--- src/verilog/sd_adc_pkg.sv ---
`default_nettype none

package sd_adc_pkg;

	// width of one adc sample and of the filtered value
	localparam int SAMPLE_W = 8;	// three decimal digits cover 0..255

	// one sample on a stage link, valid high for a single cycle
	typedef struct packed {
		logic                valid;	// new data this cycle
		logic [SAMPLE_W-1:0] data;	// sample value
	} sample_s;

	// decimal digits of one value, msd first in the packing
	typedef struct packed {
		logic       valid;	// new digits this cycle
		logic [3:0] hundreds;
		logic [3:0] tens;
		logic [3:0] ones;
	} bcd_digits_s;

	// segment patterns, bit 6 is g down to bit 0 a, high lights a segment
	typedef enum logic [6:0] {
		GLYPH_BLANK = 7'h00,	// all segments off
		GLYPH_0     = 7'h3f,
		GLYPH_1     = 7'h06,
		GLYPH_2     = 7'h5b,
		GLYPH_3     = 7'h4f,
		GLYPH_4     = 7'h66,
		GLYPH_5     = 7'h6d,
		GLYPH_6     = 7'h7d,
		GLYPH_7     = 7'h07,
		GLYPH_8     = 7'h7f,
		GLYPH_9     = 7'h6f
	} seg_glyph_e;

endpackage

`default_nettype wire

--- src/verilog/bcd_convert.sv ---
`default_nettype none

module bcd_convert (
	input  wire logic                clk,
	input  wire logic                rstn,	// async, active low
	input  wire sd_adc_pkg::sample_s average_i,	// filtered value
	output sd_adc_pkg::bcd_digits_s  digits_o	// hundreds, tens, ones
);

	import sd_adc_pkg::*;

	localparam int BCD_W = 12;	// three nibbles

	logic [BCD_W-1:0] work;	// double dabble scratch
	logic [BCD_W-1:0] bcd_q;	// registered digits
	logic             valid_q;

	//**************************************************************************
	// shift and add three, one pass per input bit
	//**************************************************************************

	always_comb begin
		work = '0;
		for (int i = SAMPLE_W - 1; i >= 0; i--) begin
			if (work[11:8] >= 4'd5)
				work[11:8] = work[11:8] + 4'd3;	// hundreds
			if (work[7:4] >= 4'd5)
				work[7:4] = work[7:4] + 4'd3;	// tens
			if (work[3:0] >= 4'd5)
				work[3:0] = work[3:0] + 4'd3;	// ones
			work = {work[BCD_W-2:0], average_i.data[i]};	// next bit in at lsb
		end
	end

	always_ff @(posedge clk or negedge rstn) begin
		if (!rstn) begin
			valid_q <= 1'b0;
		end else begin
			valid_q <= average_i.valid;	// one cycle stage
		end
	end

	always_ff @(posedge clk) begin
		bcd_q <= work;	// digits ride along with valid_q
	end

	assign digits_o.valid    = valid_q;
	assign digits_o.hundreds = bcd_q[11:8];
	assign digits_o.tens     = bcd_q[7:4];
	assign digits_o.ones     = bcd_q[3:0];

endmodule

`default_nettype wire

--- src/verilog/box_average.sv ---
`default_nettype none

module box_average #(
	parameter int AVG_BITS = 3	// log2 of samples per group
) (
	input  wire logic                clk,
	input  wire logic                rstn,	// async, active low
	input  wire sd_adc_pkg::sample_s sample_i,	// raw decimator samples
	output sd_adc_pkg::sample_s      average_o	// one value per group
);

	import sd_adc_pkg::*;

	sample_s                      sample_d1;	// input pipeline stage
	logic [AVG_BITS-1:0]          count_q;	// position inside group
	logic [SAMPLE_W+AVG_BITS-1:0] accum_q;	// running group sum
	logic [SAMPLE_W+AVG_BITS-1:0] group_sum;	// sum including current sample
	logic                         group_done;	// last sample of group
	logic [SAMPLE_W-1:0]          avg_q;	// held filtered value
	logic                         valid_q;

	// first sample of a group primes the sum
	assign group_sum  = (count_q == '0) ? (SAMPLE_W + AVG_BITS)'(sample_d1.data) :
		accum_q + (SAMPLE_W + AVG_BITS)'(sample_d1.data);
	assign group_done = sample_d1.valid && (&count_q);

	//**************************************************************************
	// input register and group accumulation
	//**************************************************************************

	always_ff @(posedge clk or negedge rstn) begin
		if (!rstn) begin
			sample_d1 <= '0;
			count_q   <= '0;
			accum_q   <= '0;
		end else begin
			sample_d1 <= sample_i;	// strobe used as is
			if (sample_d1.valid) begin
				accum_q <= group_sum;
				count_q <= count_q + 1'b1;	// wraps at group end
			end
		end
	end

	//**************************************************************************
	// result latch, mean is sum >> AVG_BITS
	//**************************************************************************

	always_ff @(posedge clk or negedge rstn) begin
		if (!rstn) begin
			avg_q   <= '0;
			valid_q <= 1'b0;
		end else begin
			if (group_done)
				avg_q <= group_sum[SAMPLE_W+AVG_BITS-1:AVG_BITS];	// divide by 2**AVG_BITS
			valid_q <= group_done;	// two cycles after last input pulse
		end
	end

	assign average_o.valid = valid_q;
	assign average_o.data  = avg_q;

endmodule

`default_nettype wire

--- src/verilog/sd_adc_display.sv ---
`default_nettype none

module sd_adc_display #(
	parameter int ACCUM_BITS = 10,	// decimator window 2**ACCUM_BITS, >= 8
	parameter int AVG_BITS   = 3	// samples per average 2**AVG_BITS
) (
	input  wire logic                    clk,
	input  wire logic                    rstn,	// async, active low
	input  wire logic                    comp_i,	// comparator output
	output logic                         feedback_o,	// to the rc network
	output sd_adc_pkg::sample_s          sample_o,	// filtered value
	output sd_adc_pkg::seg_glyph_e [2:0] seg_o	// ones digit first
);

	import sd_adc_pkg::*;

	sample_s     raw_sample;	// decimator to filter
	bcd_digits_s digits;	// converter to encoder

	//**************************************************************************
	// four stage pipeline
	//**************************************************************************

	sd_decimator #(
		.ACCUM_BITS(ACCUM_BITS)
	) sd_decimator_i (
		.clk       (clk),
		.rstn      (rstn),
		.comp_i    (comp_i),
		.feedback_o(feedback_o),
		.sample_o  (raw_sample)
	);

	box_average #(
		.AVG_BITS(AVG_BITS)
	) box_average_i (
		.clk      (clk),
		.rstn     (rstn),
		.sample_i (raw_sample),
		.average_o(sample_o)	// also feeds the converter
	);

	bcd_convert bcd_convert_i (
		.clk      (clk),
		.rstn     (rstn),
		.average_i(sample_o),
		.digits_o (digits)
	);

	seg_encode seg_encode_i (
		.clk     (clk),
		.rstn    (rstn),
		.digits_i(digits),
		.seg_o   (seg_o)
	);

endmodule

`default_nettype wire

--- src/verilog/sd_decimator.sv ---
`default_nettype none

module sd_decimator #(
	parameter int ACCUM_BITS = 10	// log2 of window length, at least SAMPLE_W
) (
	input  wire logic                clk,
	input  wire logic                rstn,	// async, active low
	input  wire logic                comp_i,	// comparator output
	output logic                     feedback_o,	// back to the rc network
	output sd_adc_pkg::sample_s      sample_o	// one sample per window
);

	import sd_adc_pkg::*;

	logic                  delta_q;	// captured comparator bit
	logic [ACCUM_BITS-1:0] counter_q;	// free-running window count
	logic                  rollover_q;	// window terminal count
	logic [ACCUM_BITS-1:0] sigma_q;	// ones in current window
	logic [SAMPLE_W-1:0]   accum_q;	// latched window result
	logic                  rdy_q;	// accum_q is new

	//**************************************************************************
	// comparator capture and feedback
	//**************************************************************************

	always_ff @(posedge clk or negedge rstn) begin
		if (!rstn) begin
			delta_q <= 1'b0;
		end else begin
			delta_q <= comp_i;	// one cycle behind comp_i
		end
	end

	assign feedback_o = delta_q;	// closes the modulator loop

	//**************************************************************************
	// window timing
	//**************************************************************************

	always_ff @(posedge clk or negedge rstn) begin
		if (!rstn) begin
			counter_q  <= '0;
			rollover_q <= 1'b0;
		end else begin
			counter_q  <= counter_q + 1'b1;	// wraps every 2**ACCUM_BITS
			rollover_q <= &counter_q;	// high one cycle after all ones
		end
	end

	//**************************************************************************
	// ones accumulator
	//**************************************************************************

	always_ff @(posedge clk or negedge rstn) begin
		if (!rstn) begin
			sigma_q <= '0;
			accum_q <= '0;
			rdy_q   <= 1'b0;
		end else begin
			if (rollover_q) begin
				accum_q <= sigma_q[ACCUM_BITS-1 -: SAMPLE_W];	// keep top bits only
				sigma_q <= ACCUM_BITS'(delta_q);	// restart, current bit counts
			end else if (!(&sigma_q)) begin
				sigma_q <= sigma_q + ACCUM_BITS'(delta_q);	// stops at all ones
			end
			rdy_q <= rollover_q;	// lines up with accum_q
		end
	end

	assign sample_o.valid = rdy_q;
	assign sample_o.data  = accum_q;

endmodule

`default_nettype wire

--- src/verilog/seg_encode.sv ---
`default_nettype none

module seg_encode (
	input  wire logic                    clk,
	input  wire logic                    rstn,	// async, active low
	input  wire sd_adc_pkg::bcd_digits_s digits_i,	// decimal digits
	output sd_adc_pkg::seg_glyph_e [2:0] seg_o	// [0] is the ones digit
);

	import sd_adc_pkg::*;

	// one decimal digit to its segment pattern
	function automatic seg_glyph_e digit_glyph(input logic [3:0] digit);
		case (digit)
			4'd0:    return GLYPH_0;
			4'd1:    return GLYPH_1;
			4'd2:    return GLYPH_2;
			4'd3:    return GLYPH_3;
			4'd4:    return GLYPH_4;
			4'd5:    return GLYPH_5;
			4'd6:    return GLYPH_6;
			4'd7:    return GLYPH_7;
			4'd8:    return GLYPH_8;
			4'd9:    return GLYPH_9;
			default: return GLYPH_BLANK;	// not a decimal digit
		endcase
	endfunction

	//**************************************************************************
	// display register, held between updates
	//**************************************************************************

	always_ff @(posedge clk or negedge rstn) begin
		if (!rstn) begin
			for (int k = 0; k < 3; k++)
				seg_o[k] <= GLYPH_BLANK;	// dark until first value
		end else if (digits_i.valid) begin
			seg_o[0] <= digit_glyph(digits_i.ones);
			seg_o[1] <= digit_glyph(digits_i.tens);
			seg_o[2] <= digit_glyph(digits_i.hundreds);
		end
	end

endmodule

`default_nettype wire
--- config.mk ---
export PLATFORM = sky130hd
export DESIGN_NAME = sd_adc_display
export DESIGN_NICKNAME = d
export VERILOG_FILES = /design/src/verilog/sd_adc_pkg.sv /design/src/verilog/bcd_convert.sv /design/src/verilog/box_average.sv /design/src/verilog/sd_adc_display.sv /design/src/verilog/sd_decimator.sv /design/src/verilog/seg_encode.sv
export SDC_FILE = /design/constraint.sdc
export NUM_CORES = 1
export LEC_CHECK = 0
export ABC_AREA = 1
export BUFFER_PORTS_ARGS = -buffer_cell sky130_fd_sc_hd__buf_4
export CORE_ASPECT_RATIO = 1.25
export CORE_UTILIZATION = 30
export CTS_CLUSTER_SIZE = 14
export DETAILED_ROUTE_END_ITERATION = 6
export GPL_TIMING_DRIVEN = 0
export PLACE_DENSITY_LB_ADDON = 0.15
export SLEW_MARGIN = 20
export SYNTH_ARGS = -nofsm -noshare
export SYNTH_HDL_FRONTEND = slang
export SYNTH_SLANG_ARGS = --single-unit
--- constraint.sdc ---
create_clock -name clk -period 3.7 [get_ports clk]
set_input_delay 1.11 -clock clk [delete_from_list [all_inputs] [get_ports clk]]
set_output_delay 1.11 -clock clk [all_outputs]
set_load 0.1 [all_outputs]
* Word level (Yosys, flattened, before mapping)
Memory sizes are Yosys's and may differ from the RTL's. A register that Yosys moved wholly into a read port is not among the register bits. Index checks and enable logic that the tools add are counted.
Storage, ports and cells: register bits after elaboration 74, memory bits (read-only) 336, bits of input ports 3, output and inout port bits 31, logic and storage cells 55, memories kept 3
Operators by class: $add $sub $neg 11, order comparisons 7, equal/unequal tests 1, mux-type cells 10, reductions and logical operators 8
Memories:
- (no name shown) | depth 16, bits a word 7, read ports 1, clocked after memory_dff 1, write ports 0, RTL line seg_encode.sv:14 | case (digit)
- (no name shown) | depth 16, bits a word 7, read ports 1, clocked after memory_dff 1, write ports 0, RTL line seg_encode.sv:14
- (no name shown) | depth 16, bits a word 7, read ports 1, clocked after memory_dff 1, write ports 0, RTL line seg_encode.sv:14
Operator list (number):
- $mux 4 | 6
- $add 4x2->4 const B | 5
- $ge 4x3->1 const B | 5
- $mux 10 | 2
- $reduce_and 10->1 | 2
- $add 11x8->11 | 1
- $mux 11 | 1
- $add 10x1->10 | 1
- $add 10x1->10 const B | 1
- $add 3x2->4 const B | 2
- $ge 3x3->1 const B | 2
- $add 3x1->3 const B | 1
- $logic_not 1->1 | 3
- $logic_not 3->1 | 1
- $mux 3 | 1
- $reduce_and 3->1 | 1
- $ne 2x1->1 const B | 1
- $logic_and 1x1->1 | 1

* Logic depth before layout (Yosys ltp)
Gate-level depths: netlist of the first run.
depth in word-level cells 10, mapped depth 30, gate-level depth less buffers 30

* Hierarchy
From an unflattened synthesis of the first run, not the netlist that was laid out.
Unflattened totals: cell total of the unflattened synthesis 703, area, all modules 5670.4 um^2
By module, submodules not included:
- box_average | times used 1, cells each 222, area each 1820.5 um^2, seq. area each 800.8 um^2
- sd_decimator | times used 1, cells each 154, area each 1442.6 um^2, seq. area each 775.7 um^2
- seg_encode | times used 1, cells each 166, area each 1323.8 um^2, seq. area each 525.5 um^2
- bcd_convert | times used 1, cells each 161, area each 1083.5 um^2, seq. area each 225.2 um^2

* Least setup slack after synthesis of the first run
Ideal clock, no wire load.
path kind flip-flop to flip-flop, start reg box_average_i.avg_q[6], end reg bcd_convert_i.bcd_q[5], library setup time 112 ps, arrival 3972 ps, data required time 3588 ps, path slack -385 ps, cell stages (with the launch flop) 29, buffers on the path 0, clock period less this slack 4085 ps, cells stage by stage dfrtp_1 -> inv_1 -> ha_1 -> nand2_2 -> nand2_1 -> nand2_1 -> nand2_2 -> ha_1 -> nand2_1 -> nand3_2 -> nand2_2 -> nand2_1 -> nand2_1 -> inv_1 -> ha_1 -> or2_2 -> nand3_1 -> nand2_1 -> nand2_2 -> clkinv_2 -> ha_1 -> nand2_1 -> o211ai_1 -> nand2_2 -> nand2_4 -> nand2_4 -> nand2_2 -> nand2_1 -> nand2_1
On the way: cells in the longest elaborated chain, start to end 10, elaborated cells on any way between the ends 18, those cells by class add/sub: 6; order compare: 6; mux: 6
Ends and longest elaborated chain:
- start, declared | RTL line box_average.sv:19 | logic [SAMPLE_W-1:0] avg_q;
- start signal, assigned | RTL line box_average.sv:55 | avg_q <= group_sum[SAMPLE_W+AVG_BITS-1:AVG_BITS];
- $add 3x2->4 / $ge 3x3->1 (equally long branches) | RTL line bcd_convert.sv:30, bcd_convert.sv:29
- $mux 4 * | RTL line bcd_convert.sv:29 | if (work[3:0] >= 4'd5)
- $add 4x2->4 / $ge 4x3->1 (equally long branches) | RTL line bcd_convert.sv:30, bcd_convert.sv:29
- $mux 4 | RTL line bcd_convert.sv:29
- $ge 4x3->1 / $add 4x2->4 (equally long branches) | RTL line bcd_convert.sv:29, bcd_convert.sv:30
- $mux 4 | RTL line bcd_convert.sv:29
- $add 4x2->4 (tied with other cells) | RTL line bcd_convert.sv:30 | work[3:0] = work[3:0] + 4'd3;
- $mux 4 / $mux 3 (equally long branches) | RTL line bcd_convert.sv:29, bcd_convert.sv:27
- $add 4x2->4 / $ge 4x3->1 (equally long branches) | RTL line bcd_convert.sv:28, bcd_convert.sv:27
- $mux 4 * | RTL line bcd_convert.sv:27 | if (work[7:4] >= 4'd5)
- via bcd_convert_i.work[5] | RTL line bcd_convert.sv:14 | logic [BCD_W-1:0] work;
- end signal, assigned | RTL line bcd_convert.sv:44 | bcd_q <= work;
- end, declared | RTL line bcd_convert.sv:15 | logic [BCD_W-1:0] bcd_q;
The timed path passes the listed nets; every way through them passes the cells marked *. A chain may end at the register's enable or synchronous reset.

* Final worst setup path of the first run
Ends and elaborated chain as after synthesis.

==> qor.yml, run 1 <==
outcome: "finished, final reports clean"
relSlewSlack: 0.485
clk_pin_slew_ns: 0.07
cap_violations: 0
slew_viol_final: 0
setup_tns_ns: 0
die_width_um: 116
numClockSinks: 94
drtAntennaViolNets: 0
wl_per_cell_um: 11.7
ys_top_cells_by_count: "154 x nand2_1, 84 x dfrtp_1, 65 x inv_1, 44 x o21ai_0, 42 x nor2_1"
crit_path_frequent_cell: "nand2_1"
start_kind: "register"
cp-end-kind: "register"
timing.final.ws_setup_ns: 0.273
gp_congestion: 0.831
switching_share: 0.243
clock_power_share: 0.414
rrSetupSlack_ns: 0.27
grt_pass1_wl_um: 17700
drt_iter0_markers: 139
clk_path_buf_depth: 2
setup_viol: 0
fin_crit_ns: 3.43
place_hpwl_um: 7310
core_sq_um: 15800
worstPathRequired_ns: 3.94
hp-start: "sd_decimator_i.rdy_q"
ys_warn_count: 0
path_class: "register to register"
die_h_um: 145
drive_above_1_share: 0.158
async_reset_ff_frac: 0.894
slowest_delay_ns: 0.49
cts_buffers: 9
nets: 670
synth_nets: 621
p_seq_frac: 0.526
rows: 51
clock_latency_ns: 0.34
io-pin-count: 34
grt.overflow.total: 0
ys_seq_elements: 94
ir_drop_uv: 219
syn_area_sq_um: 4910
grt_max_degree: 85
cts_tree: "done"
area_delta_synth_final_pct: 17.9
htreeDepth: 3
utilization: 0.367
netSwitchingPower_uw: 507
clock_skew_ns: 0.00644
pwr-share-comb: 0.060
synth_top_area_frac: 0.428
finalPower_mw: 2.09
synth.most_common_cell: "nand2_1"
hold_class: "register to register"
reg2reg_from: "box_average_i.avg_q[6]"
r2r-end: "bcd_convert_i.bcd_q[5]"
dp_slack_ns: -0.0118
whs_path_depth: 0
hold_viol: 0
hold_end: "box_average_i.sample_d1[8]"
wirelength_um: 9960
portBuffers: 33
drc: 0
fin_crit_sh: 0.926
grt_use_total: 0.132
synth_cell_types: 37
cp.arrival_ns: 3.67
r2r_cells: 29
netlist_instances: 584
grt_pass1_vias: 3990
leakagePower_nw: 3.01
crit_slowest_cell: "dfrtp_4"
hold_buffers: 0
initial_core_util: 0.312
p_per_area_nw_per_um2: 361
synth_edf_count: 0
vias_per_cell: 4.55
yosys.area.top_type: "dfrtp_1"
clock.fmax_mhz: 292
worstPathMaxFanout: 5
ys_seq_area_frac: 0.469
cts-root-buf: "clkbuf_16"
tightest_slew_ns: 0.772
p_int_mw: 1.58
synth_ff_type: "dfrtp_1"
syn_avg_cell_area_sq_um: 8.41
synth_area_leaders: "dfrtp_1 43%, nand2_1 12%, ha_1 8.4%"
dieArea_sq_um: 16900
antenna_found_initial: 0
rsz0062_at_grt: "false"
antenna_cells: 0
first_pass_iters: 4
vias: 3866
[area by class of cell]
cell class              instances  area [sq um]
fillers                      1649          9970
clock inverters                 5          32.5
repair buffers                 38           289
plain buffers                  10          48.8
well taps                     212           265
flip-flops and latches         94          2310
inverters                      70           267
clock buffers                  11           243
multi-input cells             410          2340
[registers in the layout (all words and copies together) (netlist names), 3 cells and up]
name                      flops
seg_encode_i.seg_o           20
box_average_i.accum_q        11
bcd_convert_i.bcd_q          10
sd_decimator_i.counter_q     10
sd_decimator_i.sigma_q       10
box_average_i.sample_d1       9
box_average_i.avg_q           8
sd_decimator_i.accum_q        8
box_average_i.count_q         3
[kinds of logic (layout without fill, tap and decap cells)]
| logic type | count (synthesis) | count (layout) | synth area share |
|---|---|---|---|
| xor+xnor | 13 | 13 | 0.0247 |
| simple gates | 279 | 279 | 0.262 |
| buf+inv | 80 | 134 | 0.0637 |
| compound gates | 84 | 84 | 0.0932 |
| flops | 94 | 94 | 0.469 |
| fa+ha+maj | 34 | 34 | 0.0881 |
[power groups by stage]
stage | clock [mW] | combinational (mW) | sequential [mW]
after floorplan | 0 | 0.0843 | 1.11
after global placement | 0 | 0.125 | 1.12
after detailed placement | 0 | 0.127 | 1.12
after CTS | 0.908 | 0.128 | 1.10
after global routing | 0.947 | 0.149 | 1.11
final | 0.866 | 0.125 | 1.10
[worst max-delay path, delay by kind of cell (launching register included)]
kind	cells	cell delay, ns
flops	1	0.49
compound gates	1	0.12
buf+inv	4	0.23
simple gates	20	1.81
fa+ha+maj	4	0.68
[cell usage in the layout (no fill, tap or decap), types with 13 or more instances in the layout]
cell     Yosys  layout
o21ai_0     44      44
dfrtp_1     84      82
buf_4        3      40
nand3_1     34      33
inv_1       65      64
nor2_1      42      42
nand2_4     10      13
nand2_1    154     153
a21oi_1     25      25
ha_1        33      31
[what timing repair did]
item	4_1_cts	5_1_grt
buffers inserted	0	5
resized for setup	1	10
endpoints found under the setup margin	2	8
pin swaps	0	8
[per-stage QoR]
step | std cells | instance area, sq um | hold slack, ns
5_1_grt | 850 | 5790 | 0.356
2_1_floorplan | 584 | 4920 | 0.331
3_5_place_dp | 829 | 5430 | 0.335
6_report | 850 | 5790 | 0.348
4_1_cts | 845 | 5710 | 0.350
3_3_place_gp | 829 | 5430 | 0.335
[routing by layer]
metal,wire length [um],part of all wire,global-route usage
met3,256,0.026,0.0259
met4,217,0.022,0.0609
met5,0,0,0
met1,4100,0.41,0.142
met2,5390,0.54,0.241
[how the worst max path moves through the flow]
stage,start,endpoint,slack (ns),cells past startpoint
after global placement,box_average_i.avg_q[6],bcd_convert_i.bcd_q[5],0.11,29
after floorplan,box_average_i.avg_q[7],bcd_convert_i.bcd_q[5],0.007,27
after CTS,box_average_i.avg_q[6],bcd_convert_i.bcd_q[5],0.05,29
final,box_average_i.avg_q[6],bcd_convert_i.bcd_q[5],0.27,29
after global routing,box_average_i.avg_q[6],bcd_convert_i.bcd_q[6],0.01,29
after detailed placement,box_average_i.avg_q[6],bcd_convert_i.bcd_q[5],-0.01,29
No activity file was read; power rests on OpenSTA's default activity.
==> run 2: changes to the inputs <==
--- a/config.mk
+++ b/config.mk
@@ -7,6 +7,8 @@
 export LEC_CHECK = 0
 export ABC_AREA = 1
 export BUFFER_PORTS_ARGS = -buffer_cell sky130_fd_sc_hd__buf_4
+export CELL_PAD_IN_SITES_DETAIL_PLACEMENT = 0
+export CELL_PAD_IN_SITES_GLOBAL_PLACEMENT = 2
 export CORE_ASPECT_RATIO = 1.25
 export CORE_UTILIZATION = 30
 export CTS_CLUSTER_SIZE = 14
==> run 2 against run 1 <==
Effect of this change: count of clock-buffer cells in the layout up 2; critical path depth unchanged; global-route usage up 0.52 points; maximum frequency down 1.2%; non-clock buffer count unchanged; combinational power about the same; final area about the same; cell count unchanged; critical endpoint is now bcd_convert_i.bcd_q[6]; largest power group unchanged.
==> qor.yml, run 2 (synthesis results as in run 1) <==
n_fill_cell: 1684  # +2.1%
wl_per_cell_um: 12.5  # +6.7%
ir_drop_uv: 258  # +18%
crit_path_frequent_cell: "nand2_2"
whs_ns: 0.349  # +0.00102 ns
drt_iter0_markers: 186  # +34%
clk_path_buf_depth: 2  # unchanged
cap_violations: 0  # unchanged
gp_congestion: 0.789  # -5.1%
setup_viol: 0  # unchanged
final_common_cell: "nand2_1"
initial_core_util: 0.312  # unchanged
wirelength_um: 10600  # +6.7%
largest_registers: "seg_encode_i.seg_o: 20 flops, box_average_i.accum_q: 11 flops"
antenna_found_initial: 0  # unchanged
grt.overflow.total: 0  # unchanged
largest_register_ffs: 20  # unchanged
rrSetupSlack_ns: 0.23  # -0.04 ns
vias: 3787  # -2.0%
dp_slack_ns: 0.0162  # +0.0280 ns
fin_crit_sh: 0.937  # +0.0113
finalPower_mw: 2.13  # +1.8%
grt_use_total: 0.137  # +0.00525
tightest_slew_ns: 0.787  # +0.0154 ns
grt_pass1_vias: 3832  # -4.0%
place_hpwl_um: 7810  # +6.9%
clock_latency_ns: 0.35  # about the same
outcome: "finished, final reports clean"
antenna_cells: 0  # unchanged
die_h_um: 145  # unchanged
path_class: "register to register"
cts_tree: "done"
clock.fmax_mhz: 288  # -1.2%
dieArea_sq_um: 16900  # unchanged
crit_slowest_cell: "dfrtp_4"
numClockSinks: 94  # unchanged
cts_buffers: 9  # unchanged
relSlewSlack: 0.475  # -0.0102
clk_pin_slew_ns: 0.07  # about the same
regMostFlops: "seg_encode_i.seg_o"
portBuffers: 33  # unchanged
first_pass_iters: 4  # unchanged
slew_viol_final: 0  # unchanged
p_per_area_nw_per_um2: 367  # +1.7%
htreeDepth: 3  # unchanged
drc: 0  # unchanged
nets: 670  # unchanged
drive_above_1_share: 0.160  # +0.00157
vias_per_cell: 4.46  # -2.0%
grt_max_degree: 85  # unchanged
hold_class: "register to register"
worst-path-buf-inv: 4  # unchanged
worstPathMaxFanout: 5  # unchanged
fin_crit_ns: 3.47  # +0.0417 ns
grt_pass1_wl_um: 18000  # +1.7%
worstPathRequired_ns: 3.94  # about the same
die_width_um: 116  # unchanged
leakagePower_nw: 3.00  # -0.34%
multi_input_area_sq_um: 2330  # -0.32%
area_delta_synth_final_pct: 18.0  # about the same
cts-root-buf: "clkbuf_16"
clock_skew_ns: 0.00595  # -0.000491 ns
rows: 51  # unchanged
start_kind: "register"
ff_latch_area_sq_um: 2310  # unchanged
timing.final.ws_setup_ns: 0.232  # -0.0417 ns
final_cell_mix: "151 x nand2_1, 82 x dfrtp_1, 64 x inv_1"
cp.arrival_ns: 3.71  # +0.04 ns
slowest_delay_ns: 0.48  # about the same
cp-end-kind: "register"
drtAntennaViolNets: 0  # unchanged
core_sq_um: 15800  # unchanged
io-pin-count: 34  # unchanged
hold_viol: 0  # unchanged
crit_family: "simple AND/OR/NAND/NOR gates"
==> run 2: cell types whose count changed in the layout (fill, tap and decap cells not counted), moves of 2 or more <==
cell / delta
clkinv_2: -3
nand2_4: -2
nand2_2: +4
clkinv_4: +2
nand2_1: -2
==> run 2: final timing paths <==
| check | from | cells after the start | end |
|---|---|---|---|
| max in group asynchronous | rstn | 1 | box_average_i.avg_q[6] |
| worst min register to register | sd_decimator_i.rdy_q | 0 | box_average_i.sample_d1[8] |
| worst max register to register | box_average_i.avg_q[6] | 29 | bcd_convert_i.bcd_q[6] |
| worst max-delay path | box_average_i.avg_q[6] | 29 | bcd_convert_i.bcd_q[6] |
| worst min-delay path | sd_decimator_i.rdy_q | 0 | box_average_i.sample_d1[8] |
| min in group asynchronous | rstn | 1 | sd_decimator_i.counter_q[0] |
==> run 2: layout make-up <==
| class | instances | share of cell area |
|---|---|---|
| multi-input combinational | 410 | 0.402 |
| sequential | 94 | 0.398 |
| clock inverter | 3 | 0.00453 |
| inverter | 70 | 0.0462 |
| buffer | 10 | 0.00842 |
| tap | 212 | 0.0458 |
| clock buffer | 13 | 0.0449 |
| timing repair buffer | 38 | 0.0499 |
==> run 2: worst register-to-register path, delay by kind of cell, from the launching register on <==
kind	cells	cell delay [ns]
AO/OA/AOI/OAI	1	0.11
buffers and inverters	4	0.25
flip-flops	1	0.48
AND/OR/NAND/NOR	20	1.86
adder cells (fa/ha/maj)	4	0.65
==> run 2: through the flow <==
stage	instances	area (sq um)	setup TNS [ns]	util
finish	850	5790	0	0.368
global route	850	5790	-0.114	0.368
CTS	845	5720	0	0.363
detailed placement	829	5430	0	0.345
global placement	829	5430	0	0.345
floorplan	584	4920	0	-
==> run 2: report_power, final <==
group	leakage, nW	internal, mW	total [mW]	switching, mW
registers	1.22	1.07	1.10	0.0328
logic	1.64	0.0419	0.126	0.0839
clock network	0.140	0.498	0.903	0.404
==> run 2: per-layer routing <==
metal / GRT usage / wire length (um) / up-vias
met5: 0 / 0 / -
met4: 0.0538 / 159 / 0
met1: 0.155 / 4620 / 1773
li1: - / - / 1970
met2: 0.245 / 5620 / 34
met3: 0.0292 / 230 / 10
==> run 2: repair_timing <==
item / in CTS / in global routing
hold buffers: 0 / 0
gates resized for setup: 0 / 9
hold endpoints to repair: 0 / 0
setup buffers: 0 / 5
endpoints found under the setup margin: 0 / 8
==> run 3: changes to the inputs <==
--- a/config.mk
+++ b/config.mk
@@ -14,7 +14,7 @@
 export CTS_CLUSTER_SIZE = 14
 export DETAILED_ROUTE_END_ITERATION = 6
 export GPL_TIMING_DRIVEN = 0
-export PLACE_DENSITY_LB_ADDON = 0.15
+export PLACE_DENSITY_LB_ADDON = 0.12
 export SLEW_MARGIN = 20
 export SYNTH_ARGS = -nofsm -noshare
 export SYNTH_HDL_FRONTEND = slang
==> run 3 against run 2 <==
Effect of this change: critical path depth unchanged; sequential share of layout area fell by 0.14 points; cell count shrank 0.12%; clock skew increased by 0.0012 ns; sequential cell count unchanged; largest power group unchanged; sequential power is essentially flat; combinational power barely moved; global-route usage increased by 0.12 points; final area increased by 0.35%; die area did not move; highest routed layer unchanged; non-clock buffer count is 1 lower.
==> qor.yml, run 3 (synthesis results as in run 1) <==
use_met2: 0.250  # +0.00473
hp-start: "sd_decimator_i.rdy_q"
htreeDepth: 3  # unchanged
area_delta_synth_final_pct: 18.4
clk_path_buf_depth: 2  # unchanged
crit_slowest_cell: "dfrtp_4"
leakagePower_nw: 3.01  # +0.48%
io-pin-count: 34  # unchanged
fin_crit_sh: 0.931  # -0.00672
place_inst: 829  # unchanged
utilization: 0.369  # +0.00127
cap_violations: 0  # unchanged
largest_registers: "seg_encode_i.seg_o: 20 flops, box_average_i.accum_q: 11 flops"
rrSetupSlack_ns: 0.26  # +0.02 ns
r2r-end: "bcd_convert_i.bcd_q[5]"
drtAntennaViolNets: 0  # unchanged
r2r_cells: 29  # unchanged
gp_congestion: 0.780  # -1.1%
hold_end: "box_average_i.sample_d1[8]"
regMostFlops: "seg_encode_i.seg_o"
cts_tree: "done"
cts-root-buf: "clkbuf_16"
grt_max_degree: 85  # unchanged
numClockSinks: 94  # unchanged
nets: 669  # -0.15%
tightest_slew_ns: 0.779  # -0.00800 ns
final_cell_mix: "152 x nand2_1, 82 x dfrtp_1, 64 x inv_1"
hold_buffers: 0  # unchanged
slowest_delay_ns: 0.49  # about the same
gr-usage-met1: 0.158  # +0.00239
start_kind: "register"
grt_pass1_wl_um: 18300  # +2.1%
worst-path-buf-inv: 4  # unchanged
first_pass_iters: 4  # unchanged
drive_above_1_share: 0.163  # +0.00339
grt_use_total: 0.139  # +0.00123
clock_skew_ns: 0.00717  # +0.00122 ns
grt.overflow.total: 0  # unchanged
hold_class: "register to register"
wl_per_cell_um: 12.6  # +0.76%
setup_viol: 0  # unchanged
drc: 0  # unchanged
fin_cells: 849  # -0.12%
largest_register_ffs: 20  # unchanged
clk_pin_slew_ns: 0.07  # about the same
antenna_found_initial: 0  # unchanged
wirelength_um: 10700  # +0.64%
ir_drop_uv: 209  # -19%
dieArea_sq_um: 16900  # unchanged
cp-end-kind: "register"
whs_path_depth: 0  # unchanged
relSlewSlack: 0.480  # +0.00533
vias: 3812  # +0.66%
worstPathRequired_ns: 3.94  # about the same
outcome: "finished, final reports clean"
fin_area_sq_um: 5810  # +0.35%
clock_latency_ns: 0.34  # about the same
worstPathMaxFanout: 5  # unchanged
clock.fmax_mhz: 290  # +0.72%
final_common_cell: "nand2_1"
place_hpwl_um: 7890  # +1.0%
core_sq_um: 15800  # unchanged
die_h_um: 145  # unchanged
antenna_cells: 0  # unchanged
portBuffers: 33  # unchanged
cp.arrival_ns: 3.68  # -0.03 ns
placed_cell_area_sq_um: 5430  # unchanged
crit_path_frequent_cell: "nand2_1"
path_class: "register to register"
slew_viol_final: 0  # unchanged
whs_ns: 0.348  # -0.00112 ns
use_met3: 0.0297  # +0.000418
die_width_um: 116  # unchanged
busiest_layer: "met2"
grt_pass1_vias: 3911  # +2.1%
crit_family: "simple AND/OR/NAND/NOR gates"
hold_viol: 0  # unchanged
initial_core_util: 0.312  # unchanged
drt_iter0_markers: 182  # -2.2%
vias_per_cell: 4.49  # +0.78%
p_per_area_nw_per_um2: 362  # -1.3%
rows: 51  # unchanged
cts_buffers: 9  # unchanged
reg2reg_from: "box_average_i.avg_q[6]"
fin_crit_ns: 3.44  # -0.0249 ns
## run 3: metrics by stage
| step | TNS (ns) | total power [mW] | setup WS, ns |
|---|---|---|---|
| 2_1_floorplan | 0 | 1.20 | 0.00717 |
| 3_3_place_gp | 0 | 1.25 | 0.0764 |
| 3_5_place_dp | 0 | 1.25 | 0.0153 |
| 4_1_cts | 0 | 2.16 | 0.0759 |
| 5_1_grt | -0.0587 | 2.22 | -0.0336 |
| 6_report | 0 | 2.11 | 0.257 |
## run 3: worst register-to-register path, delay by kind of cell, from the launching register on
kind,cells,cell delay (ns)
compound gates,1,0.11
fa+ha+maj,4,0.62
buf+inv,4,0.27
flops,1,0.49
simple gates,20,1.86
## run 3: layout make-up
class / instances / area, sq um
plain buffers: 10 / 48.8
clock inverters: 6 / 43.8
repair buffers: 37 / 282
clock buffers: 10 / 239
fillers: 1678 / 9950
inverters: 70 / 267
multi-input cells: 410 / 2360
well taps: 212 / 265
flip-flops and latches: 94 / 2310
## run 3: how the worst max path moves through the flow
stage	depth (start not counted)	end	startpoint	slack, ns
2_1_floorplan	27	bcd_convert_i.bcd_q[5]	box_average_i.avg_q[7]	0.007
3_3_place_gp	29	bcd_convert_i.bcd_q[5]	box_average_i.avg_q[6]	0.08
6_report	29	bcd_convert_i.bcd_q[5]	box_average_i.avg_q[6]	0.26
3_5_place_dp	29	bcd_convert_i.bcd_q[5]	box_average_i.avg_q[6]	0.02
5_1_grt	29	bcd_convert_i.bcd_q[6]	box_average_i.avg_q[6]	-0.03
4_1_cts	29	bcd_convert_i.bcd_q[5]	box_average_i.avg_q[6]	0.08
## run 3: routing by layer
layer / wire length [um] / part of all wire
met3: 231 / 0.022
met4: 155 / 0.014
met1: 4550 / 0.43
met2: 5750 / 0.54
met5: 0 / 0
## run 3: timing repair
action	CTS	global route
endpoints found under the setup margin	1	8
gates resized for setup	1	14
pin swaps	0	3
cloned	0	0
setup buffers	0	4
## run 3: power by group
part / internal, mW / leakage (nW) / switching, mW
clock network: 0.478 / 0.139 / 0.402
registers: 1.07 / 1.22 / 0.0355
logic: 0.0416 / 1.65 / 0.0838
